File: config.mk
export PLATFORM = sky130hd
export DESIGN_NAME = ar_issue
export DESIGN_NICKNAME = d
export VERILOG_FILES = /design/src/axi_rd_pkg.sv /design/src/ar_issue.sv
export VERILOG_INCLUDE_DIRS = /design/src /design/src/src
export SDC_FILE = /design/constraint.sdc
export NUM_CORES = 1
export LEC_CHECK = 0
export BUFFER_PORTS_ARGS = -buffer_cell sky130_fd_sc_hd__buf_2
export CORE_MARGIN = 2
export CORE_UTILIZATION = 45
export DETAILED_ROUTE_END_ITERATION = 10
export PLACE_DENSITY = 0.69
export SYNTH_ARGS = -nofsm -noshare
export SYNTH_HDL_FRONTEND = slang
export SYNTH_SLANG_ARGS = --single-unit
File: constraint.sdc
create_clock -name aclk -period 2.4 [get_ports aclk]
set_input_delay 0.24 -clock aclk [delete_from_list [all_inputs] [get_ports aclk]]
set_output_delay 0.24 -clock aclk [all_outputs]
set_load 0.01 [all_outputs]
File: src/axi_rd_consts.svh
/*
  Width and limit constants for the AXI4 read master.
  Include in any file that sizes a port, counter or memory.
*/
`ifndef AXI_RD_CONSTS_SVH
`define AXI_RD_CONSTS_SVH

// Bus widths
`define AXI_RD_ADDR_WIDTH 32
`define AXI_RD_DATA_WIDTH 32
`define AXI_RD_XFER_SIZE_WIDTH 20
`define AXI_RD_DW_BYTES 4

// Burst limits, 256 beats is below the 4 KB boundary at 4 bytes per beat
`define AXI_RD_BURST_BEATS 256
`define AXI_RD_BURST_BYTES (`AXI_RD_BURST_BEATS * `AXI_RD_DW_BYTES)

// Beat count minus one, split into full bursts and final length
`define AXI_RD_BEAT_CNT_WIDTH 18
`define AXI_RD_BURST_CNT_WIDTH 10

// Outstanding limit and FIFO sized to hold that many full bursts
`define AXI_RD_MAX_OUTSTANDING 4
`define AXI_RD_FIFO_DEPTH 1024

`endif

File: src/axi_rd_pkg.sv
/*
  Shared types for the AXI4 read master.
  Modules import this package in their header.
*/
`include "axi_rd_consts.svh"

package axi_rd_pkg;

  // Byte address and one data beat
  typedef logic [`AXI_RD_ADDR_WIDTH-1:0] addr_t;
  typedef logic [`AXI_RD_DATA_WIDTH-1:0] data_t;

  // Beats in a burst minus one, as carried on arlen
  typedef logic [7:0] burst_len_t;

  // Split view, full bursts on top and last burst length below
  typedef struct packed {
    logic [`AXI_RD_BURST_CNT_WIDTH-1:0] bursts;
    burst_len_t                         final_len;
  } beat_split_t;

  // Total beats minus one, written raw and read split
  typedef union packed {
    logic [`AXI_RD_BEAT_CNT_WIDTH-1:0] raw;
    beat_split_t                       split;
  } beat_count_u;

endpackage

File: src/ar_issue.sv
/*
  Read address channel driver.
  Walks the burst plan from decode, one address per burst, and stalls
  once the outstanding limit is used up until result retires a burst.
*/
`timescale 1ns/1ns
`include "axi_rd_consts.svh"

module ar_issue import axi_rd_pkg::*; (
  input  logic                               aclk,
  input  logic                               areset,
  input  logic                               go,
  input  addr_t                              base_addr,
  input  logic [`AXI_RD_BURST_CNT_WIDTH-1:0] burst_count,
  input  burst_len_t                         final_len,
  input  logic                               m_axi_arready,
  input  logic                               burst_retired,
  output logic                               m_axi_arvalid,
  output addr_t                              m_axi_araddr,
  output burst_len_t                         m_axi_arlen
);

  localparam int CREDIT_W = $clog2(`AXI_RD_MAX_OUTSTANDING + 1);

  logic                               idle;
  logic                               arxfer;
  logic                               final_burst;
  logic                               have_credit;
  logic [`AXI_RD_BURST_CNT_WIDTH-1:0] bursts_left;
  logic [CREDIT_W-1:0]                credits;

  assign arxfer      = m_axi_arvalid & m_axi_arready;
  assign final_burst = (bursts_left == '0);
  assign have_credit = (credits != '0);

  // Full bursts use the max length, the last one its remainder
  assign m_axi_arlen = final_burst ? final_len : burst_len_t'(`AXI_RD_BURST_BEATS - 1);

  //////////////////////////////
  // Address channel control
  //////////////////////////////
  always_ff @(posedge aclk) begin
    if (areset) begin
      idle          <= 1'b1;
      m_axi_arvalid <= 1'b0;
    end else begin
      if (go) begin
        idle <= 1'b0;
      end else if (arxfer && final_burst) begin
        idle <= 1'b1;
      end
      // Raise on go or after a transfer, drop once accepted
      if (m_axi_arvalid) begin
        m_axi_arvalid <= ~m_axi_arready;
      end else begin
        m_axi_arvalid <= (go | ~idle) & have_credit;
      end
    end
  end

  // Burst counter and address, advanced per accepted address
  always_ff @(posedge aclk) begin
    if (areset) begin
      bursts_left <= '0;
    end else if (go) begin
      bursts_left <= burst_count;
    end else if (arxfer && !final_burst) begin
      bursts_left <= bursts_left - 1'b1;
    end
  end

  always_ff @(posedge aclk) begin
    if (go) begin
      m_axi_araddr <= base_addr;
    end else if (arxfer) begin
      m_axi_araddr <= m_axi_araddr + addr_t'(`AXI_RD_BURST_BYTES);
    end
  end

  // Free outstanding slots, taken per address and returned per retired burst
  always_ff @(posedge aclk) begin
    if (areset) begin
      credits <= CREDIT_W'(`AXI_RD_MAX_OUTSTANDING);
    end else begin
      credits <= credits + CREDIT_W'(burst_retired) - CREDIT_W'(arxfer);
    end
  end

  // Address and length hold while the slave stalls
  a_ar_stable: assert property (@(posedge aclk) disable iff (areset)
    m_axi_arvalid && !m_axi_arready |=>
      m_axi_arvalid && $stable(m_axi_araddr) && $stable(m_axi_arlen));

  // Result never retires more bursts than were issued
  a_credit_max: assert property (@(posedge aclk) disable iff (areset)
    credits <= CREDIT_W'(`AXI_RD_MAX_OUTSTANDING));

endmodule

Word level (Yosys, flattened, before mapping) --
Index checks and enable logic that the tools add are counted.
Cells by class: multiplexer cells 8, reduce and logical (&&, ||, !) cells 8, add/subtract/negate cells 4, bitwise gates (word level) 5
Operators by type and width (number):
- 32-bit two-way mux | 2
- 32-bit by 11-bit adder with 32-bit output (second input constant) | 1
- 10-bit two-way mux | 2
- 10-bit logical NOT | 1
- 10-bit by 1-bit subtractor with 10-bit output (second input constant) | 1
- 8-bit two-way mux | 1
- 2-bit nonzero test | 3
- 3-bit by 1-bit adder with 3-bit output | 1
- 1-bit two-way mux | 3
- 3-bit nonzero test | 1
- 3-bit by 1-bit subtractor with 3-bit output | 1
- 1-bit AND | 2
- 1-bit logical AND | 2
- 1-bit inverter | 2
- 1-bit logical NOT | 1
- 1-bit OR | 1
Word-level totals: register bits 47, bits of input ports 55

Longest topological paths before layout --
Gate-level depths: netlist (run 1).
word-level depth 5, gate-level depth with buffers 9, mapped depth without buffers 9

Worst setup path after synthesis (run 1) --
OpenSTA, ideal clock, no wires.
path type reg2reg, from reg m_axi_arvalid, to reg credits[2], setup time 0.117 ns, buffers on the path 0, stages on the path, launching flop included 10, arrival 1.755 ns, slack 0.528 ns, required time 2.283 ns, cell sequence dfxtp_1 -> nand2_1 -> inv_1 -> ha_1 -> inv_1 -> ha_1 -> fa_1 -> xnor2_1 -> xnor2_1 -> nand2b_1
Between the ends: cells in the longest elaborated chain, start to end 2
RTL lines:
- start: declaration | RTL line ar_issue.sv:18 | output logic m_axi_arvalid,
- start signal: assignment | RTL line ar_issue.sv:54 | m_axi_arvalid <= ~m_axi_arready;
- start signal: assignment | RTL line ar_issue.sv:56 | m_axi_arvalid <= (go | ~idle) & have_credit;
- 1-bit AND | RTL line ar_issue.sv:32 | assign arxfer = m_axi_arvalid & m_axi_arready;
- 3-bit by 1-bit subtractor with 3-bit output | RTL line ar_issue.sv:85 | credits <= credits + CREDIT_W'(burst_retired) - CREDIT_W'(arxfer);
- end signal: assignment | RTL line ar_issue.sv:83 | credits <= CREDIT_W'(`AXI_RD_MAX_OUTSTANDING);
- end signal: assignment | RTL line ar_issue.sv:85
- end: declaration | RTL line ar_issue.sv:30 | logic [CREDIT_W-1:0] credits;
Every way passes these cells. A chain may end at the register's enable or synchronous reset.

Worst setup path in the final report (run 1) --
from reg bursts_left[0], to out m_axi_arlen[5]
Between the ends: cells in the longest elaborated chain, start to end 2
RTL lines:
- start: declaration | RTL line ar_issue.sv:29 | logic [`AXI_RD_BURST_CNT_WIDTH-1:0] bursts_left;
- start signal: assignment | RTL line ar_issue.sv:66 | bursts_left <= burst_count;
- start signal: assignment | RTL line ar_issue.sv:68 | bursts_left <= bursts_left - 1'b1;
- 10-bit logical NOT | RTL line ar_issue.sv:33 | assign final_burst = (bursts_left == '0);
- 8-bit two-way mux | RTL line ar_issue.sv:37 | assign m_axi_arlen = final_burst ? final_len : burst_len_t'(`AXI_RD_BURST_BEATS - 1);
- end: declaration | RTL line ar_issue.sv:20 | output burst_len_t m_axi_arlen
Every way passes these cells.

==> results.toml, run 1 <==
[global_route]
grt_max_degree = 32
grt_pass1_wl_um = 9260
grt-ovfl-total = 0
grt_pass1_vias = 2068
grt_usage = 0.178
grt_antenna_before_repair = 0

[route]
drt_iter0_markers = 121
drt-total-wl_um = 5770
dr.pass1.iters = 4
post-route-drc-count = 0
wl_per_cell_um = 13.3
vias_per_cell = 5.25
vias = 2282
ant_nets = 0

[logic_synthesis]
synth_seq_cells = 47
syn-mean-instance-area_sq_um = 9.95
synthTopCellsByArea = "edfxtp_1, dfxtp_1, and2_1"
synth_top_cell_by_area = "edfxtp_1"
synth_top_area_share = 0.359
yosysSeqAreaShare = 0.471
yosysMostFrequentCell = "edfxtp_1"
ys_top_cells_by_count = "edfxtp_1, nand2_1, nor2_1"
synthDistinctLibCells = 49
synth-main-ff-cell = "edfxtp_1"
yosys_warnings = 0
synth_async_sr_flop_share = 0
synth_enable_flop_cells = 32
synth_nets = 329
synth_area_sq_um = 2680
syn_inst = 269

[timing]
maxSlewHeadroom = 0.752
fin_skew_ns = 0.0159
period_share = 0.882
fin_ws_ns = 0.283
finalCriticalPeriod_ns = 2.12
fin_tns_setup_ns = 0
clock.fmax_ghz = 0.472
grt_setup_unrepaired = "false"
worst_slew_pin_slew_ns = 0.372
setup_violations = 0
finalHoldViolations = 0
final_max_slew_viol_count = 0

[floorplan]
die_x_um = 81.1
ioPinCount = 96
dieArea_sq_um = 6580
initial_core_util = 0.457
coreArea_sq_um = 5850
rows = 28
chipHeight_um = 81.1

[cells_and_area]
final_util = 0.565
final_layout_size_suffix_gt1_frac = 0.339
antenna_cells = 0
stdcell_count = 435
postLayoutCellArea_sq_um = 3310
syn_to_final_growth_pct = 23.5
fin_nets = 419

[cts]
numClockSinks = 47
cts.clk_slew.worst_paths_ns = 0.10
cts-buffers-inserted = 5
clock_path_buffers = 2
htree_num_levels = 2
insertion_delay_ns = 0.31
root_buffer = "clkbuf_8"
cts_tree = "built"
cts_setup_buffers = 0

[worst_setup_path]
path_max_fanout = 16
worstPathCellList = "inv_1, ha_1, nor4b_2, and3_2, nand2b_1, buf_2"
path_class = "reg2out"
cp-end-kind = "primary output"
max_stage_delay_ns = 0.42
required_ns = 2.16
critPathArrivalTime_ns = 1.88
r2r_start = "m_axi_arvalid"
regToRegSetupSlack_ns = 0.43
r2r_end = "credits[2]"
r2r_cells = 9
cp-start-kind = "flip-flop"
startpoint = "bursts_left[0]"
slowest_stage = "and3_2"

[place]
place.gp.congestion = 0.862
numPortBuffers = 95
dp_cells = 427
place_area_sq_um = 3190
dp_hpwl_um = 4290
dp_slack_ns = 0.411

[power_and_ir_drop]
leakage_nw = 1.34
ir_worst_vdd_v = 0.000289
p_per_area_nw_per_um2 = 640

[worst_hold_path]
min_from = "burst_count[4]"
holdPathEnd = "bursts_left[4]"
hp-class = "in2reg"
hold_depth = 3

[run_status]
outcome = "finished clean"

[run]
max-cap-violations = 0
==> routing by layer <==
metal | share of wire | global-route usage | wire length (um)
met1 | 0.45 | 0.231 | 2590
met2 | 0.47 | 0.298 | 2680
met3 | 0.076 | 0.0344 | 441
met4 | 0.0083 | 0.0644 | 48
met5 | 0 | 0 | 0
==> through the flow <==
step	power, mW	hold slack, ns
final	2.11	0.170
after global routing	2.24	0.171
after CTS	2.13	0.164
after detailed placement	1.53	0.497
after global placement	1.52	0.487
after floorplan	1.36	0.312
==> cell usage in the layout, fill, tap and decap left out, types with 2 or more instances in the layout <==
master	Yosys	final
a221oi_1	2	2
and3_1	3	2
xnor2_1	5	5
mux2_2	2	2
and4_1	2	2
nand3_1	11	11
nor2b_1	2	2
o31a_2	2	2
ha_1	4	4
o21ai_0	17	17
nand2_1	21	21
a31oi_1	8	8
or4_1	7	7
nand4_1	7	7
a211oi_1	3	3
o31ai_1	6	6
clkbuf_8	0	5
a21oi_1	5	5
nor2_1	21	21
and2_1	14	14
or3_1	2	2
dfxtp_1	15	15
nor3_1	6	6
buf_4	1	4
mux2i_1	4	4
nand2b_1	9	9
a311oi_1	2	2
buf_2	0	95
edfxtp_1	32	32
xor2_1	9	9
inv_1	14	14
==> sequential cells by signal, summed over array words and instances, names as in the netlist <==
| register | flops |
|---|---|
| m_axi_araddr | 32 |
| bursts_left | 10 |
| credits | 3 |
| idle | 1 |
| m_axi_arvalid | 1 |
==> worst max-delay path: cells and delay by family, from the launching register on <==
family | cells | cell delay [ns]
and+or+nand+nor | 3 | 0.83
DFF | 1 | 0.34
buffers and inverters | 2 | 0.20
adders and majority gates | 1 | 0.20
==> timing repair <==
action | 4_1_cts | 5_1_grt
gates resized for setup | 0 | 1
hold buffers | 0 | 0
setup endpoints to repair | 0 | 8
==> report_power, final <==
group          internal (mW)  leakage (nW)  switching (mW)  total, mW
logic                  0.215         0.846           0.237      0.452
registers              0.972         0.439          0.0870       1.06
clock network          0.314        0.0548           0.289      0.603
==> worst max path at each step <==
stage / end / slack [ns] / cells after the start
after CTS: m_axi_arlen[3] / 0.13 / 6
after detailed placement: credits[2] / 0.41 / 10
after floorplan: credits[2] / 0.53 / 9
after global placement: credits[2] / 0.47 / 10
final: m_axi_arlen[5] / 0.28 / 6
after global routing: m_axi_arlen[4] / 0.1 / 6
==> final cells by class <==
cell class                      count  area [sq um]
Inverter                           14          52.6
Fill cell                         542          2540
Sequential cell                    47          1260
Tap cell                           75          93.8
Timing Repair Buffer               99           505
Multi-Input combinational cell    192          1280
Clock inverter                      3          46.3
Clock buffer                        5          68.8
==> cells by family after synthesis <==
family | synth area share
XOR/XNOR | 0.0458
AO/OA/AOI/OAI | 0.132
flip-flops | 0.471
adder cells (fa/ha/maj) | 0.0262
multiplexers | 0.0234
buffers and inverters | 0.0519
AND/OR/NAND/NOR | 0.250
(Power assumes the default switching activity.)
==> run 2: changes to the inputs <==
- CORE_UTILIZATION: 45 -> 44
- PLACE_DENSITY: 0.69 -> 0.68
==> run 2 against run 1 <==
  * Sequential power hardly changed
  * Die area is 2.2% higher
  * Clock power is 14% higher
  * Power is 4.2% higher
  * Core utilization hardly changed
  * Clock skew is 0.0076 ns lower
  * Global-route usage hardly changed
  * Setup slack worse by 0.0099 ns
  * First-iteration DRC count is 23% higher
  * Critical path type unchanged
  * Largest power group unchanged
==> results.toml, run 2 (same netlist as run 1, synthesis figures left out) <==
[floorplan]
coreArea_sq_um = 5890
ioPinCount = 96
die_x_um = 82.0
initial_core_util = 0.455
rows = 28
chipHeight_um = 82.0
dieArea_sq_um = 6720

[cts]
cts_hold_buf = 0
numClockSinks = 47
htree_num_levels = 2
cts_tree = "built"
insertion_delay_ns = 0.30
cts.clk_slew.worst_paths_ns = 0.09
root_buffer = "clkbuf_8"
clock_path_buffers = 2
cts-buffers-inserted = 5

[place]
place.gp.congestion = 0.821
dp_hpwl_um = 4390
dp_slack_ns = 0.400
numPortBuffers = 95

[global_route]
grt_antenna_before_repair = 0
grt-ovfl-total = 0
grt_max_degree = 32
grt_pass1_vias = 2008
grt_usage = 0.178
grt_pass1_wl_um = 9290

[worst_hold_path]
holdPathEnd = "bursts_left[4]"
hold_depth = 3
hp-class = "in2reg"
min_from = "burst_count[4]"

[power_and_ir_drop]
leakage_nw = 1.35
ir_worst_vdd_v = 0.000303
p_switching_mw = 0.600
power.share.sequential = 0.482
clkPwrFrac = 0.313
internal-power_mw = 1.60
p_comb_frac = 0.205
p_per_area_nw_per_um2 = 662
swShare = 0.273

[timing]
finalHoldViolations = 0
fin_ws_ns = 0.273
setup_violations = 0
maxSlewHeadroom = 0.747
fin_tns_setup_ns = 0
clock.fmax_ghz = 0.470
finalCriticalPeriod_ns = 2.13
grt_setup_unrepaired = "false"
period_share = 0.886
final_max_slew_viol_count = 0
worst_slew_pin_slew_ns = 0.379
fin_skew_ns = 0.00836

[cells_and_area]
final_common_cell = "buf_2"
largest_register_ffs = 32
multiInputGateArea_sq_um = 1280
syn_to_final_growth_pct = 24.3
reg_top3 = "m_axi_araddr: 32 flops, bursts_left: 10 flops, credits: 3 flops"
final_layout_size_suffix_gt1_frac = 0.339
seqCellArea_sq_um = 1260
mostFrequentLayoutCells = "buf_2, edfxtp_1, nand2_1, nor2_1, o21ai_0"
top_register = "m_axi_araddr"
antenna_cells = 0
fin_nets = 419
final_util = 0.565
num-fill-cells = 571

[route]
drt_iter0_markers = 149
vias_per_cell = 5.30
vias = 2305
dr.pass1.iters = 4
post-route-drc-count = 0
ant_nets = 0
drt-total-wl_um = 6040
wl_per_cell_um = 13.9

[worst_setup_path]
critPathArrivalTime_ns = 1.89
r2r_start = "m_axi_arvalid"
cp-start-kind = "flip-flop"
r2r_cells = 9
regToRegSetupSlack_ns = 0.43
path_max_fanout = 16
r2r_end = "credits[2]"
required_ns = 2.16
path_class = "reg2out"
cp-end-kind = "primary output"

[run]
max-cap-violations = 0

[run_status]
outcome = "finished clean"
-- run 2: cell count changes in the layout (fill, tap and decap cells not counted), sizes merged --
cell / delta
inv: -1
bufinv: +1
-- run 2: per-layer routing --
layer,track usage,share of wire,up-vias
met5,0,0,-
met1,0.236,0.45,1073
li1,-,-,1159
met4,0.0400,0.0048,0
met2,0.297,0.48,69
met3,0.0407,0.061,4
-- run 2: worst max-delay path by stage --
stage | start | end | cells past startpoint
2_1_floorplan | m_axi_arvalid | credits[2] | 9
3_3_place_gp | bursts_left[0] | bursts_left[1] | 6
3_5_place_dp | m_axi_arready | credits[2] | 10
6_report | bursts_left[0] | m_axi_arlen[0] | 6
5_1_grt | bursts_left[0] | m_axi_arlen[2] | 6
4_1_cts | bursts_left[0] | m_axi_arlen[2] | 6
-- run 2: repair_timing --
action / in CTS / in global routing
gates resized for setup: 0 / 1
setup buffers: 0 / 0
endpoints found under the setup margin: 0 / 8
-- run 2: critical path, cell delays in order (launching register included) --
cell and delay [ns]:
dfxtp_1 0.34, inv_1 0.06, ha_1 0.18, nor4b_2 0.33
and3_2 0.43, nand2b_1 0.09, buf_2 0.14
-- run 2: area by class of cell --
cell class	instances	share of cell area
clock buffer	5	0.0207
clock inverter	3	0.0203
inverter	14	0.0158
multi-input combinational	192	0.384
sequential	47	0.379
tap	75	0.0282
timing repair buffer	99	0.152
-- run 2: power by group through the flow --
stage                     clock network, mW  registers, mW  logic [mW]
after floorplan                           0           1.09       0.271
after global placement                    0           1.07       0.446
after detailed placement                  0           1.08       0.458
after CTS                             0.704           1.06       0.459
after global routing                  0.730           1.08       0.512
final                                 0.688           1.06       0.452
-- run 2: through the flow --
stage | std cells | power (mW) | cell area (sq um) | hold WS, ns
2_1_floorplan | 269 | 1.36 | 2680 | 0.312
5_1_grt | 435 | 2.32 | 3330 | 0.193
3_5_place_dp | 427 | 1.54 | 3190 | 0.489
3_3_place_gp | 427 | 1.52 | 3190 | 0.488
6_report | 435 | 2.20 | 3330 | 0.188
4_1_cts | 435 | 2.22 | 3330 | 0.179
==> run 3: changes to the inputs <==
- CORE_UTILIZATION: 44 -> 50
- CTS_CLUSTER_SIZE: default -> 16
- PLACE_DENSITY: 0.68 -> 0.78
==> run 3 against run 2 <==
  * Non-clock buffer count did not move
  * Sequential power barely moved
  * Clock skew fell by 0.0047 ns
  * Largest cell class unchanged
  * Largest power group unchanged
  * Highest routed layer unchanged
==> results.toml, run 3 (same netlist as run 1, synthesis figures left out) <==
[cells_and_area]
stdcell_count = 430
syn_to_final_growth_pct = 22.2
final_common_cell = "buf_2"
multiInputGateArea_sq_um = 1280
seqCellArea_sq_um = 1260
top_register = "m_axi_araddr"
reg_top3 = "m_axi_araddr: 32 flops, bursts_left: 10 flops, credits: 3 flops"
postLayoutCellArea_sq_um = 3270
final_layout_size_suffix_gt1_frac = 0.336
fin_nets = 419
num-fill-cells = 466
largest_register_ffs = 32
final_util = 0.636
antenna_cells = 0
mostFrequentLayoutCells = "buf_2, edfxtp_1, nand2_1, nor2_1, o21ai_0"

[route]
vias = 2330
drt_iter0_markers = 140
drt-total-wl_um = 5690
dr.pass1.iters = 4
wl_per_cell_um = 13.2
ant_nets = 0
post-route-drc-count = 0
vias_per_cell = 5.42

[place]
dp_hpwl_um = 4180
dp_cells = 422
place_area_sq_um = 3180
dp_slack_ns = 0.431
place.gp.congestion = 0.808
numPortBuffers = 95

[timing]
grt_setup_unrepaired = "false"
finalCriticalPeriod_ns = 2.11
final_max_slew_viol_count = 0
fin_ws_ns = 0.290
finalHoldViolations = 0
clock.fmax_ghz = 0.474
fin_tns_setup_ns = 0
maxSlewHeadroom = 0.646
fin_skew_ns = 0.00371
worst_slew_pin_slew_ns = 0.531
period_share = 0.879
setup_violations = 0
whs_ns = 0.184

[global_route]
grt_pass1_wl_um = 9300
grt_pass1_vias = 2139
grt-ovfl-total = 0
grt_usage = 0.189
grt_max_degree = 33
grt_antenna_before_repair = 0

[worst_hold_path]
hp-class = "in2reg"

[cts]
cts_resized = 0
cts-buffers-inserted = 5
root_buffer = "clkbuf_8"
clock_path_buffers = 2
numClockSinks = 47
htree_num_levels = 2
cts_tree = "built"
cts_setup_buffers = 0
cts_hold_buf = 0
cts.clk_slew.worst_paths_ns = 0.08
insertion_delay_ns = 0.29

[power_and_ir_drop]
p_per_area_nw_per_um2 = 603
ir_worst_vdd_v = 0.000301
p_total_mw = 1.97
leakage_nw = 1.33

[worst_setup_path]
path_class = "reg2out"
cp-start-kind = "flip-flop"
critPathArrivalTime_ns = 1.87
path_max_fanout = 16
cp-end-kind = "primary output"
required_ns = 2.16

[floorplan]
dieArea_sq_um = 5950
initial_core_util = 0.521
ioPinCount = 96
die_x_um = 77.2
coreArea_sq_um = 5140
chipHeight_um = 77.2
rows = 26

[run]
max-cap-violations = 0

[run_status]
outcome = "finished clean"
==> run 3: critical path: stages, from the launching register on <==
cell and delay (ns):
dfxtp_1 0.34, inv_1 0.06, ha_1 0.20, nor4b_2 0.33, and3_2 0.42, nand2b_1 0.09, buf_2 0.14
==> run 3: cell type report <==
cell class	instances	area share
inverter	14	0.0161
sequential	47	0.386
tap	70	0.0268
timing repair buffer	99	0.155
multi-input combinational	192	0.391
clock inverter	2	0.00383
clock buffer	6	0.0222
==> run 3: power by group <==
part           total (mW)  leakage, nW  internal (mW)  switching, mW
logic               0.451        0.846          0.214          0.237
clock network       0.459       0.0412          0.204          0.256
registers            1.06        0.439          0.973         0.0900
total                1.97         1.33           1.39          0.583
==> run 3: per-layer routing <==
layer,share of wire,track usage,vias up
met1,0.44,0.231,1082
li1,-,-,1158
met2,0.49,0.332,88
met4,0.0021,0.0500,0
met5,0,0,-
met3,0.067,0.0471,2
==> run 3: worst paths after layout <==
path              slack [ns]              to  depth (start not counted)           start
setup / recovery        0.29  m_axi_arlen[2]                          6  bursts_left[0]
hold / removal          0.18  bursts_left[4]                          3  burst_count[4]
setup reg to reg        0.44      credits[2]                          9   m_axi_arvalid
hold reg to reg         0.50            idle                          2            idle
