## src/axi_rd_consts.svh

```systemverilog
/*
  Width and limit constants for the AXI4 read master.
  Include in any file that sizes a port, counter or memory.
*/
`ifndef AXI_RD_CONSTS_SVH
`define AXI_RD_CONSTS_SVH

// Bus widths
`define AXI_RD_ADDR_WIDTH 32
`define AXI_RD_DATA_WIDTH 32
`define AXI_RD_XFER_SIZE_WIDTH 20
`define AXI_RD_DW_BYTES 4

// Burst limits, 256 beats is below the 4 KB boundary at 4 bytes per beat
`define AXI_RD_BURST_BEATS 256
`define AXI_RD_BURST_BYTES (`AXI_RD_BURST_BEATS * `AXI_RD_DW_BYTES)

// Beat count minus one, split into full bursts and final length
`define AXI_RD_BEAT_CNT_WIDTH 18
`define AXI_RD_BURST_CNT_WIDTH 10

// Outstanding limit and FIFO sized to hold that many full bursts
`define AXI_RD_MAX_OUTSTANDING 4
`define AXI_RD_FIFO_DEPTH 1024

`endif

```

## src/axi_rd_pkg.sv

```systemverilog
/*
  Shared types for the AXI4 read master.
  Modules import this package in their header.
*/
`include "axi_rd_consts.svh"

package axi_rd_pkg;

  // Byte address and one data beat
  typedef logic [`AXI_RD_ADDR_WIDTH-1:0] addr_t;
  typedef logic [`AXI_RD_DATA_WIDTH-1:0] data_t;

  // Beats in a burst minus one, as carried on arlen
  typedef logic [7:0] burst_len_t;

  // Split view, full bursts on top and last burst length below
  typedef struct packed {
    logic [`AXI_RD_BURST_CNT_WIDTH-1:0] bursts;
    burst_len_t                         final_len;
  } beat_split_t;

  // Total beats minus one, written raw and read split
  typedef union packed {
    logic [`AXI_RD_BEAT_CNT_WIDTH-1:0] raw;
    beat_split_t                       split;
  } beat_count_u;

endpackage

```

## src/rd_request_decode.sv

```systemverilog
/*
  Captures a start request and turns the byte size into a burst plan.
  The go strobe follows ctrl_start by two cycles, outputs hold until the next start.
*/
`timescale 1ns/1ns
`include "axi_rd_consts.svh"

module rd_request_decode import axi_rd_pkg::*; (
  input  logic                               aclk,
  input  logic                               areset,
  input  logic                               ctrl_start,
  input  addr_t                              ctrl_addr_offset,
  input  logic [`AXI_RD_XFER_SIZE_WIDTH-1:0] ctrl_xfer_size_in_bytes,
  output logic                               go,
  output addr_t                              base_addr,
  output logic [`AXI_RD_BURST_CNT_WIDTH-1:0] burst_count,
  output burst_len_t                         final_len
);

  logic                               start_d1;
  logic [`AXI_RD_XFER_SIZE_WIDTH-1:0] size_m1;
  beat_count_u                        beat_cnt;

  // Rounded-up beats minus one is simply (size - 1) / bytes per beat
  assign size_m1 = ctrl_xfer_size_in_bytes - 1'b1;

  // Request payload, held until the next start
  always_ff @(posedge aclk) begin
    if (ctrl_start) begin
      // Force the start down to a burst boundary
      base_addr    <= ctrl_addr_offset & ~addr_t'(`AXI_RD_BURST_BYTES - 1);
      beat_cnt.raw <= size_m1[`AXI_RD_XFER_SIZE_WIDTH-1:$clog2(`AXI_RD_DW_BYTES)];
    end
  end

  // Two-stage strobe delay gives the decode a fixed latency
  always_ff @(posedge aclk) begin
    if (areset) begin
      start_d1 <= 1'b0;
      go       <= 1'b0;
    end else begin
      start_d1 <= ctrl_start;
      go       <= start_d1;
    end
  end

  // Zero full bursts means one burst carrying final_len
  assign burst_count = beat_cnt.split.bursts;
  assign final_len   = beat_cnt.split.final_len;

  // A zero-byte request has no meaning here
  a_size_nonzero: assert property (@(posedge aclk) disable iff (areset)
    ctrl_start |-> ctrl_xfer_size_in_bytes != '0);

  // No second start while the first is still being decoded
  a_no_restart: assert property (@(posedge aclk) disable iff (areset)
    ctrl_start |=> !ctrl_start [*2]);

endmodule

```

## config.mk

```make
export PLATFORM = sky130hd
export DESIGN_NAME = rd_request_decode
export DESIGN_NICKNAME = d
export VERILOG_FILES = /design/src/axi_rd_pkg.sv /design/src/rd_request_decode.sv
export VERILOG_INCLUDE_DIRS = /design/src /design/src/src
export SDC_FILE = /design/constraint.sdc
export NUM_CORES = 1
export LEC_CHECK = 0
export BUFFER_PORTS_ARGS = -buffer_cell sky130_fd_sc_hd__buf_2
export CAP_MARGIN = 20
export CORE_ASPECT_RATIO = 1.5
export CORE_MARGIN = 10
export CORE_UTILIZATION = 45
export DETAILED_ROUTE_END_ITERATION = 6
export GPL_ROUTABILITY_DRIVEN = 0
export MAX_ROUTING_LAYER = met4
export PLACE_DENSITY_LB_ADDON = 0.08
export REMOVE_ABC_BUFFERS = 1
export SLEW_MARGIN = 5
export SYNTH_ARGS = -nofsm -noshare
export SYNTH_HDL_FRONTEND = slang
export SYNTH_SLANG_ARGS = --single-unit
```

## constraint.sdc

```tcl
create_clock -name aclk -period 3.5 [get_ports aclk]
set_input_delay 0.35 -clock aclk [delete_from_list [all_inputs] [get_ports aclk]]
set_output_delay 0.35 -clock aclk [all_outputs]
set_load 0.02 [all_outputs]
```

Word-level counts from Yosys, hierarchy flattened
Index checks and enable logic that the tools add are counted.
W data, S select, Z words.
Storage, ports and cells
  bits of input ports: 55
  register bits after elaboration: 42
  logic and storage cells: 5
Operators by class
  add/subtract/negate cells: 1
Operators with widths (count)
  $sub A20 B1 Y20 const B: 1

Longest topological paths before layout
Gate-level depths: netlist (run 1).
  depth in word-level cells: 1
  gate-level depth with buffers: 4
  gate-level depth less buffers: 4

Least setup slack after synthesis (run 1)
OpenSTA, ideal clock, no wires.
  kind: in2reg
  start: input port ctrl_xfer_size_in_bytes[14]
  end: register beat_cnt[16] (netlist name) (data pin)
  arrival: 1285 ps
  data required time: 3237 ps
  setup slack: 1953 ps
  buffers on the path: 0
  stages: 4
  cells stage by stage: or2_2 > or4_1 > nor3_2 > xor2_1
Between the ends
  word-level cells in the longest chain between the ends: 1
Ends and longest elaborated chain
  from (decl): line rd_request_decode.sv:13  | input logic [`AXI_RD_XFER_SIZE_WIDTH-1:0] ctrl_xfer_size_in_bytes,
  $sub A20 B1 Y20: line rd_request_decode.sv:25  | assign size_m1 = ctrl_xfer_size_in_bytes - 1'b1;
  named net size_m1[18]: line rd_request_decode.sv:21  | logic [`AXI_RD_XFER_SIZE_WIDTH-1:0] size_m1;
  to (decl): line rd_request_decode.sv:22  | beat_count_u beat_cnt;
The timed path passes the listed nets, and every way through them passes these cells.
A chain may end at the register's enable or synchronous reset.

Worst setup path in the final report (run 1)
  start: input port ctrl_xfer_size_in_bytes[3]
  end: register beat_cnt[14] (netlist name) (data pin)
The elaborated chain is that of the path after synthesis.

==> results by group, run 1 <==
Setup path
  – Buf/Inv on CP: 1
  – Worst-path maximum fanout: 8
  – Slowest-stage cell, CP: nor4_4
  – CP Cell Sequence: buf_2 -> nor4_4 -> nand4b_4 -> nor4_2 -> xor2_1
  – CP Class: primary input to flop
  – CP Capture Type: flop
  – CP arrival: 1.51 ns
  – Required @ worst endpoint: 3.53 ns
  – Kind of cell adding the most delay to the critical path: simple AND/OR/NAND/NOR gates
  – Crit-path max cell delay: 0.45 ns
  – Critical Path Start Type: primary input

STA
  – RSZ-0062 raised after global routing: false
  – Highest Clock Rate: 674 MHz
  – Final Max Slew Viols: 0
  – Min Tclk post-route: 1.48 ns
  – Final Cycle Share: 42.4%
  – Worst-margin pin slew: 0.875 ns
  – Final setup fails: 0
  – Final WS setup: 2.02 ns
  – Clock Skew: 0.00166 ns
  – Final TNS setup: 0 ns
  – Endpoints failing hold: 0
  – Worst slew margin: 41.7%

Pwr
  – P_sw: 266 uW
  – Max IR drop VDD: 0.000349 V
  – Cell Pwr Density: 503 nW/um^2
  – Part of the power in combinational logic: 14.1%
  – Final Power: 1120 uW
  – Clock Power Share: 32.3%
  – Int Pwr: 859 uW
  – Flop pwr share: 53.6%
  – Switching share of power: 23.6%
  – Leakage: 0.000976 uW

Drt
  – Drt first-iter violations: 28
  – ANT nets after route: 0
  – Post-route DRC: 0
  – Vias/cell: 4.71
  – Vias: 1097
  – Detailed Routing Iterations Pass 1: 4
  – Post-Route WL: 3870 um
  – Routed len/inst: 16.6 um

Clock network
  – H-tree depth: 2
  – Postcts setup bufs: 0
  – Maximum root-to-sink buffer count: 2
  – Clock root buffer master: clkbuf_8
  – Num CTS Buffers: 5
  – Clock Sinks: 42
  – Cts repair resizes: 0
  – Worst-Skew Late Latency: 0.29 ns
  – Hold-fix buffers, CTS: 0
  – Clock slew seen by the registers of the worst setup and hold paths: 0.07 ns
  – CTS tree: done

Global routing
  – First-pass GRT wire length: 6220 um
  – Largest net degree at the start of global routing: 42
  – Total grt overflow: 0
  – Vias in the first global route: 1241
  – All-Layer GR Usage: 12.2%
  – Initial antenna violation count: 0

Placed design
  – DP HPWL: 3220 um
  – DP Worst Slack: 1.67 ns
  – # port buffers: 85

Floorplan
  – Core Region: 3650 sq um
  – Die width: 70.1 um
  – Top-level port count: 106
  – Die Ht: 95.2 um
  – Initial core utilization: 46.5%
  – Die area: 6680 sq um
  – Core Rows: 27

Synthesis
  – Ys Warns: 0
  – Seq cells post-synth: 42
  – Sequential-to-total area share from yosys stat: 73.2%
  – Mean Syn Cell Area: 17.1 sq um
  – Mapped cell area: 1700 sq um
  – Mapped Cells: 99
  – Synth async-reset ratio: 0%
  – Ys flop type: edfxtp_1
  – Post-synth EDFFs: 40
  – Synth unique cells: 24

Finish
  – Leading cell type in the layout, fill and taps excluded: buf_2
  – Ant diodes: 0
  – Area Overhead vs Synth: 31.9%
  – Nets: 244
  – Final core occ: 61.3%
  – Share of layout cells above drive strength 1: 53.2%
  – Most frequent cells in the layout: buf_2 (85), edfxtp_1 (40), xor2_1 (12), conb_1 (10)

Outcome
  – Status: finished clean

Min path
  – Hold crit path type: primary input to flop

Job
  – Max cap viols: 0
-- sequential cells by signal, indices dropped and copies added (netlist names) --
signal	flops
base_addr	22
beat_cnt	18
go	1
start_d1	1
-- cells by family (layout without fill, tap and decap cells) --
| family | Yosys count | after routing | share of synthesized area, % |
|---|---|---|---|
| AND/OR/NAND/NOR | 27 | 27 | 13.1 |
| flip-flops | 42 | 42 | 73.2 |
| AO/OA/AOI/OAI | 3 | 3 | 1.11 |
| XOR/XNOR | 15 | 15 | 7.74 |
| buffers and inverters | 11 | 93 | 4.65 |
| other | 1 | 10 | 0.221 |
-- power by group through the flow --
stage                     Sequential, uW  Combinational [uW]  Clock [uW]
after CTS                            603                 162         374
final                                602                 158         364
after global placement               612                 157           0
after detailed placement             614                 161           0
after global routing                 606                 171         402
after floorplan                      667                23.7           0
-- path summary, 6_finish.rpt --
| check | from | endpoint | slack, ns | cells past startpoint |
|---|---|---|---|---|
| max | ctrl_xfer_size_in_bytes[3] | beat_cnt[14] | 2.02 | 5 |
| min | areset | start_d1 | 0.23 | 2 |
| min reg2reg | start_d1 | go | 0.46 | 1 |
| max reg2reg | start_d1 | go | 2.98 | 1 |
-- stage by stage --
| step | std cells | instance area [sq um] | hold slack (ns) |
|---|---|---|---|
| 2_1_floorplan | 97 | 1650 | 0.414 |
| 3_3_place_gp | 225 | 2130 | 0.424 |
| 3_5_place_dp | 225 | 2130 | 0.446 |
| 4_1_cts | 233 | 2240 | 0.220 |
| 5_1_grt | 233 | 2240 | 0.215 |
| 6_report | 233 | 2240 | 0.229 |
-- metal layers --
layer	up-vias	share of wire, %	track usage [%]
li1	526	-	-
met1	498	42	13.6
met2	68	47	19.2
met3	5	9.1	4.89
met4	0	1.7	4.95
met5	-	0	-
-- final cells by class --
class,count,area (sq um)
clock buffers,7,76.3
clock inverters,1,30.0
fillers,301,1410
multi-input cells,55,410
flip-flops and latches,42,1240
well taps,43,53.8
repair buffers,85,425
-- synthesized netlist by cell type, types with 2 or more instances --
library cell,instances,area [sq um]
buf_4,10,75.1
dfxtp_1,2,40.0
edfxtp_1,40,1200
nand2b_1,4,25.0
nor2_1,2,7.51
nor2b_1,2,12.5
nor3_1,4,20.0
nor3_2,5,50.1
nor4_2,2,25.0
xnor2_1,3,26.3
xor2_1,12,105
(Power assumes the default switching activity.)
==> run 2, diff against run 1 <==
--- a/config.mk
+++ b/config.mk
@@ -10,7 +10,7 @@
 export CAP_MARGIN = 20
 export CORE_ASPECT_RATIO = 1.5
 export CORE_MARGIN = 10
-export CORE_UTILIZATION = 45
+export CORE_UTILIZATION = 42
 export DETAILED_ROUTE_END_ITERATION = 6
 export GPL_ROUTABILITY_DRIVEN = 0
 export MAX_ROUTING_LAYER = met4
==> constraint.sdc (replaced) <==
create_clock -name aclk -period 1.4 [get_ports aclk]
set_input_delay 0.14 -clock aclk [delete_from_list [all_inputs] [get_ports aclk]]
set_output_delay 0.14 -clock aclk [all_outputs]
set_load 0.02 [all_outputs]
==> results by group, run 2 (synthesized netlist as in run 1, its figures left out) <==
Outcome
  – Status: finished clean

Clock network
  – Cts repair resizes: 0 (unchanged)
  – H-tree depth: 2 (unchanged)
  – Clock root buffer master: clkbuf_8
  – Num CTS Buffers: 5 (unchanged)
  – Clock Sinks: 42 (unchanged)
  – Clock slew seen by the registers of the worst setup and hold paths: 0.08 ns (about the same)
  – Worst-Skew Late Latency: 0.28 ns (about the same)
  – CTS tree: done
  – Postcts setup bufs: 0 (unchanged)
  – Maximum root-to-sink buffer count: 2 (unchanged)
  – Hold-fix buffers, CTS: 0 (unchanged)

Pwr
  – Switching share of power: 24.0% (+0.37 points)
  – Flop pwr share: 52.7% (-0.9 points)
  – Part of the power in combinational logic: 15.0% (+0.9 points)
  – Leakage: 0.00105 uW (+8.0%)
  – Cell Pwr Density: 1200 nW/um^2 (+140%)
  – Clock Power Share: 32.3% (about the same)
  – P_sw: 685 uW (+160%)
  – Max IR drop VDD: 0.000785 V (+120%)
  – Int Pwr: 2170 uW (+150%)

STA
  – Endpoints failing hold: 0 (unchanged)
  – Clock Skew: 0.0000280 ns (-0.00164 ns)
  – RSZ-0062 raised after global routing: false
  – Highest Clock Rate: 827 MHz
  – Min Tclk post-route: 1.21 ns
  – Final Cycle Share: 86.4%
  – Final Max Slew Viols: 0 (unchanged)
  – Hold Slack: 0.0193 ns (-0.209 ns)
  – Final setup fails: 0 (unchanged)

Setup path
  – Kind of cell adding the most delay to the critical path: simple AND/OR/NAND/NOR gates
  – Slowest-stage cell, CP: nor4_4
  – Critical Path Start Type: primary input
  – CP Cell Sequence: buf_2 -> nor4_4 -> nand4b_4 -> nor4_2 -> xor2_1
  – R2R Setup Slk: 0.88 ns (-2.10 ns)
  – Buf/Inv on CP: 1 (unchanged)
  – CP Capture Type: flop
  – Worst-path maximum fanout: 8 (unchanged)
  – CP arrival: 1.23 ns (-0.28 ns)
  – CP Class: primary input to flop
  – Required @ worst endpoint: 1.42 ns (-2.11 ns)
  – Crit-path max cell delay: 0.42 ns (-0.03 ns)

Finish
  – Nets: 259 (+6.1%)
  – Leading cell type in the layout, fill and taps excluded: buf_2
  – Max reg flops: 22 (unchanged)
  – Non-Filler Instances: 250 (+7.3%)
  – Ant diodes: 0 (unchanged)
  – Largest Register: base_addr
  – Area Overhead vs Synth: 40.0%
  – Share of layout cells above drive strength 1: 57.6% (+4.4 points)
  – Final core occ: 60.6% (-0.76 points)
  – Biggest regs: base_addr: 22 flops, beat_cnt: 18 flops
  – Most frequent cells in the layout: buf_2 (85), edfxtp_1 (40), buf_4 (14), xor2_1 (12), conb_1 (10)

Job
  – Max cap viols: 0 (unchanged)

Global routing
  – All-Layer GR Usage: 11.5% (-0.74 points)
  – Largest net degree at the start of global routing: 30 (-29%)
  – First-pass GRT wire length: 6200 um (-0.32%)
  – Vias in the first global route: 1265 (+1.9%)
  – Initial antenna violation count: 0 (unchanged)
  – Total grt overflow: 0 (unchanged)

Drt
  – Detailed Routing Iterations Pass 1: 4 (unchanged)
  – Drt first-iter violations: 47 (+68%)
  – Post-Route WL: 4000 um (+3.1%)
  – Vias: 1145 (+4.4%)
  – Post-route DRC: 0 (unchanged)
  – Vias/cell: 4.58 (-2.7%)
  – ANT nets after route: 0 (unchanged)
  – Routed len/inst: 16.0 um (-3.9%)

Floorplan
  – Top-level port count: 106 (unchanged)
  – Core Region: 3920 sq um (+7.5%)
  – Die area: 7030 sq um (+5.3%)
  – Initial core utilization: 43.2% (-3.3 points)
  – Die width: 71.9 um (+2.5%)
  – Core Rows: 28 (+3.7%)
  – Die Ht: 97.8 um (+2.8%)

Min path
  – Hold crit path type: primary input to flop

Placed design
  – # port buffers: 85 (unchanged)
  – DP HPWL: 3330 um (+3.2%)
  – Placed insts: 242 (+7.6%)
==> run 2: power groups by stage <==
stage / registers, uW / logic (uW) / clock network (uW)
5_1_grt: 1510 / 460 / 998
3_5_place_dp: 1530 / 433 / 0
2_1_floorplan: 1670 / 59.3 / 0
6_report: 1500 / 427 / 922
3_3_place_gp: 1530 / 422 / 0
4_1_cts: 1510 / 433 / 955
==> run 2: final cells by class <==
cell class,instances,area (sq um)
clock buffer,6,72.6
clock inverter,2,37.5
fill,343,1550
multi-input combinational,55,418
sequential,42,1240
tap,45,56.3
timing repair buffer,100,551
==> run 2: path summary, 6_finish.rpt <==
check | endpoint | cells after the start | start
setup / recovery | beat_cnt[14] | 5 | ctrl_xfer_size_in_bytes[3]
hold / removal | start_d1 | 2 | areset
setup reg to reg | go | 1 | start_d1
hold reg to reg | go | 1 | start_d1
==> run 2: metrics by stage <==
step                power [uW]  setup WS [ns]  instance area (sq um)  TNS [ns]
floorplan                 1730         0.0626                   1650         0
global placement          1950         -0.129                   2260    -0.833
detailed placement        1970         -0.175                   2260     -1.05
CTS                       2890          0.113                   2370         0
global route              2970         0.0543                   2380         0
finish                    2850          0.191                   2380         0
==> run 2: metal layers <==
layer / up-vias / track usage [%] / share of wire, %
li1: 553 / - / -
met1: 541 / 10.2 / 33
met2: 49 / 20.9 / 58
met3: 2 / 4.46 / 8.4
met4: 0 / 4.04 / 0.65
met5: - / - / 0
==> run 3, diff against run 2 <==
--- a/config.mk
+++ b/config.mk
@@ -10,12 +10,13 @@
 export CAP_MARGIN = 20
 export CORE_ASPECT_RATIO = 1.5
 export CORE_MARGIN = 10
-export CORE_UTILIZATION = 42
+export CORE_UTILIZATION = 38
 export DETAILED_ROUTE_END_ITERATION = 6
 export GPL_ROUTABILITY_DRIVEN = 0
 export MAX_ROUTING_LAYER = met4
 export PLACE_DENSITY_LB_ADDON = 0.08
 export REMOVE_ABC_BUFFERS = 1
+export SETUP_SLACK_MARGIN = 0.4
 export SLEW_MARGIN = 5
 export SYNTH_ARGS = -nofsm -noshare
 export SYNTH_HDL_FRONTEND = slang
==> constraint.sdc (replaced) <==
create_clock -name aclk -period 1.04 [get_ports aclk]
set_input_delay 0.104 -clock aclk [delete_from_list [all_inputs] [get_ports aclk]]
set_output_delay 0.104 -clock aclk [all_outputs]
set_load 0.02 [all_outputs]
==> results by group, run 3 (synthesized netlist as in run 1, its figures left out) <==
Outcome
  – Status: finished, violations left
  – Violated checks: negative hold slack, negative setup slack

Setup path
  – CP arrival: 1.17 ns (-0.06 ns)
  – Kind of cell adding the most delay to the critical path: simple AND/OR/NAND/NOR gates
  – Required @ worst endpoint: 1.08 ns (-0.34 ns)
  – CP Class: primary input to flop
  – CP Cell Sequence: buf_8 -> nor4_4 -> buf_4 -> nand4b_4 -> nor3_2 -> xor2_1
  – Critical Path Start Type: primary input
  – Buf/Inv on CP: 2 (+1)
  – Crit path depth: 6 (+1)
  – Worst r2r path cells: 1 (unchanged)
  – Slowest-stage cell, CP: nor4_4
  – Crit-path max cell delay: 0.27 ns (-0.15 ns)
  – CP Capture Type: flop
  – Worst-path maximum fanout: 8 (unchanged)

STA
  – Hold Slack: -0.0115 ns (-0.0308 ns)
  – Clock Skew: 0.00482 ns (+0.00479 ns)
  – Final Max Slew Viols: 0 (unchanged)
  – Endpoints failing hold: 18 (+18)
  – RSZ-0062 raised after global routing: true
  – Final TNS setup: -0.497 ns (-0.497 ns)
  – Highest Clock Rate: 888 MHz
  – Final setup fails: 11 (+11)
  – Final WS setup: -0.0867 ns (-0.278 ns)
  – Min Tclk post-route: 1.13 ns
  – Final Cycle Share: 108%

Drt
  – Highest routed layer: met4
  – ANT nets after route: 0 (unchanged)
  – Met1 WL: 1500 um (+12%)
  – Vias/cell: 4.51 (-1.6%)
  – Routed len/inst: 16.1 um (+0.69%)
  – Drt first-iter violations: 46 (-2.1%)
  – Post-route DRC: 0 (unchanged)
  – Detailed Routing Iterations Pass 1: 2 (-2)
  – WL met2: 2390 um (+3.6%)
  – Vias: 1194 (+4.3%)
  – Post-Route WL: 4260 um (+6.7%)
  – Met3 WL post-DR: 345 um (+3.0%)

Clock network
  – Clock slew seen by the registers of the worst setup and hold paths: 0.08 ns (about the same)
  – Num CTS Buffers: 5 (unchanged)
  – Maximum root-to-sink buffer count: 2 (unchanged)
  – Worst-Skew Late Latency: 0.28 ns (about the same)
  – Hold-fix buffers, CTS: 1 (+1)
  – Clock root buffer master: clkbuf_8
  – CTS tree: done
  – H-tree depth: 2 (unchanged)
  – Clock Sinks: 42 (unchanged)

Pwr
  – Cell Pwr Density: 1440 nW/um^2 (+20%)
  – Leakage: 0.00125 uW (+18%)
  – Max IR drop VDD: 0.000695 V (-11%)
  – Final Power: 4100 uW (+44%)

Floorplan
  – Die area: 7590 sq um (+7.9%)
  – Initial core utilization: 39.6% (-3.6 points)
  – Die width: 74.6 um (+3.7%)
  – Core Rows: 29 (+3.6%)
  – Die Ht: 102 um (+4.1%)
  – Core Region: 4280 sq um (+9.1%)
  – Top-level port count: 106 (unchanged)

Placed design
  – Placed insts: 252 (+4.1%)
  – DP HPWL: 3380 um (+1.6%)
  – DP Worst Slack: -0.437 ns (-0.262 ns)
  – # port buffers: 85 (unchanged)

Finish
  – Area Overhead vs Synth: 67.3%
  – Leading cell type in the layout, fill and taps excluded: buf_6
  – Biggest regs: base_addr: 22 flops, beat_cnt: 18 flops
  – Ant diodes: 0 (unchanged)
  – Seq. cell area: 1240 sq um (+0.10%)
  – Max reg flops: 22 (unchanged)
  – Largest Register: base_addr
  – Multi-input logic area: 480 sq um (+15%)
  – Non-Filler Instances: 265 (+6.0%)
  – Most frequent cells in the layout: buf_6 (46), buf_2 (41), edfxtp_1 (40), buf_4 (24), xor2_1 (12)
  – Share of layout cells above drive strength 1: 63.5% (+5.9 points)
  – Final core occ: 66.3% (+5.8 points)
  – Nets: 273 (+5.4%)
  – Fill count: 318 (-7.3%)

Global routing
  – Largest net degree at the start of global routing: 24 (-20%)
  – All-Layer GR Usage: 11.2% (-0.26 points)
  – Total grt overflow: 0 (unchanged)
  – First-pass GRT wire length: 6280 um (+1.3%)
  – Initial antenna violation count: 0 (unchanged)
  – Vias in the first global route: 1315 (+4.0%)

Job
  – Max cap viols: 0 (unchanged)

Min path
  – Hold crit path type: primary input to flop
  – Hold Path Depth: 1 (-1)
## run 3: cell types whose count changed in the layout (fill, tap and decap cells not counted), moves of 2 or more
cell,previous run,this run
buf_2,85,41
buf_4,14,24
buf_6,0,46
nor3_1,4,1
nor3_4,0,2
## run 3: final timing paths
| path | to | startpoint | slack [ns] |
|---|---|---|---|
| worst max-delay path | beat_cnt[16] | ctrl_xfer_size_in_bytes[3] | -0.09 |
| worst min-delay path | base_addr[11] | ctrl_addr_offset[11] | -0.01 |
| worst max register to register | go | start_d1 | 0.54 |
| worst min register to register | go | start_d1 | 0.43 |
## run 3: timing repair
action / in CTS / in global routing
gates resized for setup: 97 / 8
pin swaps: 5 / 3
buffers inserted: 3 / 1
setup endpoints to repair: 58 / 58
gates cloned: 0 / 0
endpoints found under the hold margin: 23 / 22
## run 3: per-layer routing
layer  global-route usage [%]  vias up
li1                         -      583
met5                        -        -
met1                     10.2      552
met3                     3.78        4
met4                     4.24        0
met2                     20.6       55
## run 3: stage by stage
| step | cell area [sq um] | hold WS (ns) |
|---|---|---|
| after global placement | 2330 | 0.279 |
| final | 2840 | -0.0115 |
| after global routing | 2840 | -0.0319 |
| after CTS | 2790 | -0.0233 |
| after floorplan | 1650 | 0.176 |
| after detailed placement | 2330 | 0.282 |
## run 3: power by group
part | switching [uW] | internal [uW]
sequential | 58.0 | 2000
clock | 536 | 716
combinational | 393 | 395
total | 988 | 3110
## run 3: layout make-up
type                            instances  share of cell area, %
Multi-Input combinational cell         55                   16.9
Clock buffer                            6                   2.56
Sequential cell                        42                   43.8
Clock inverter                          2                   1.32
Tap cell                               46                   2.03
Timing Repair Buffer                  114                   33.4
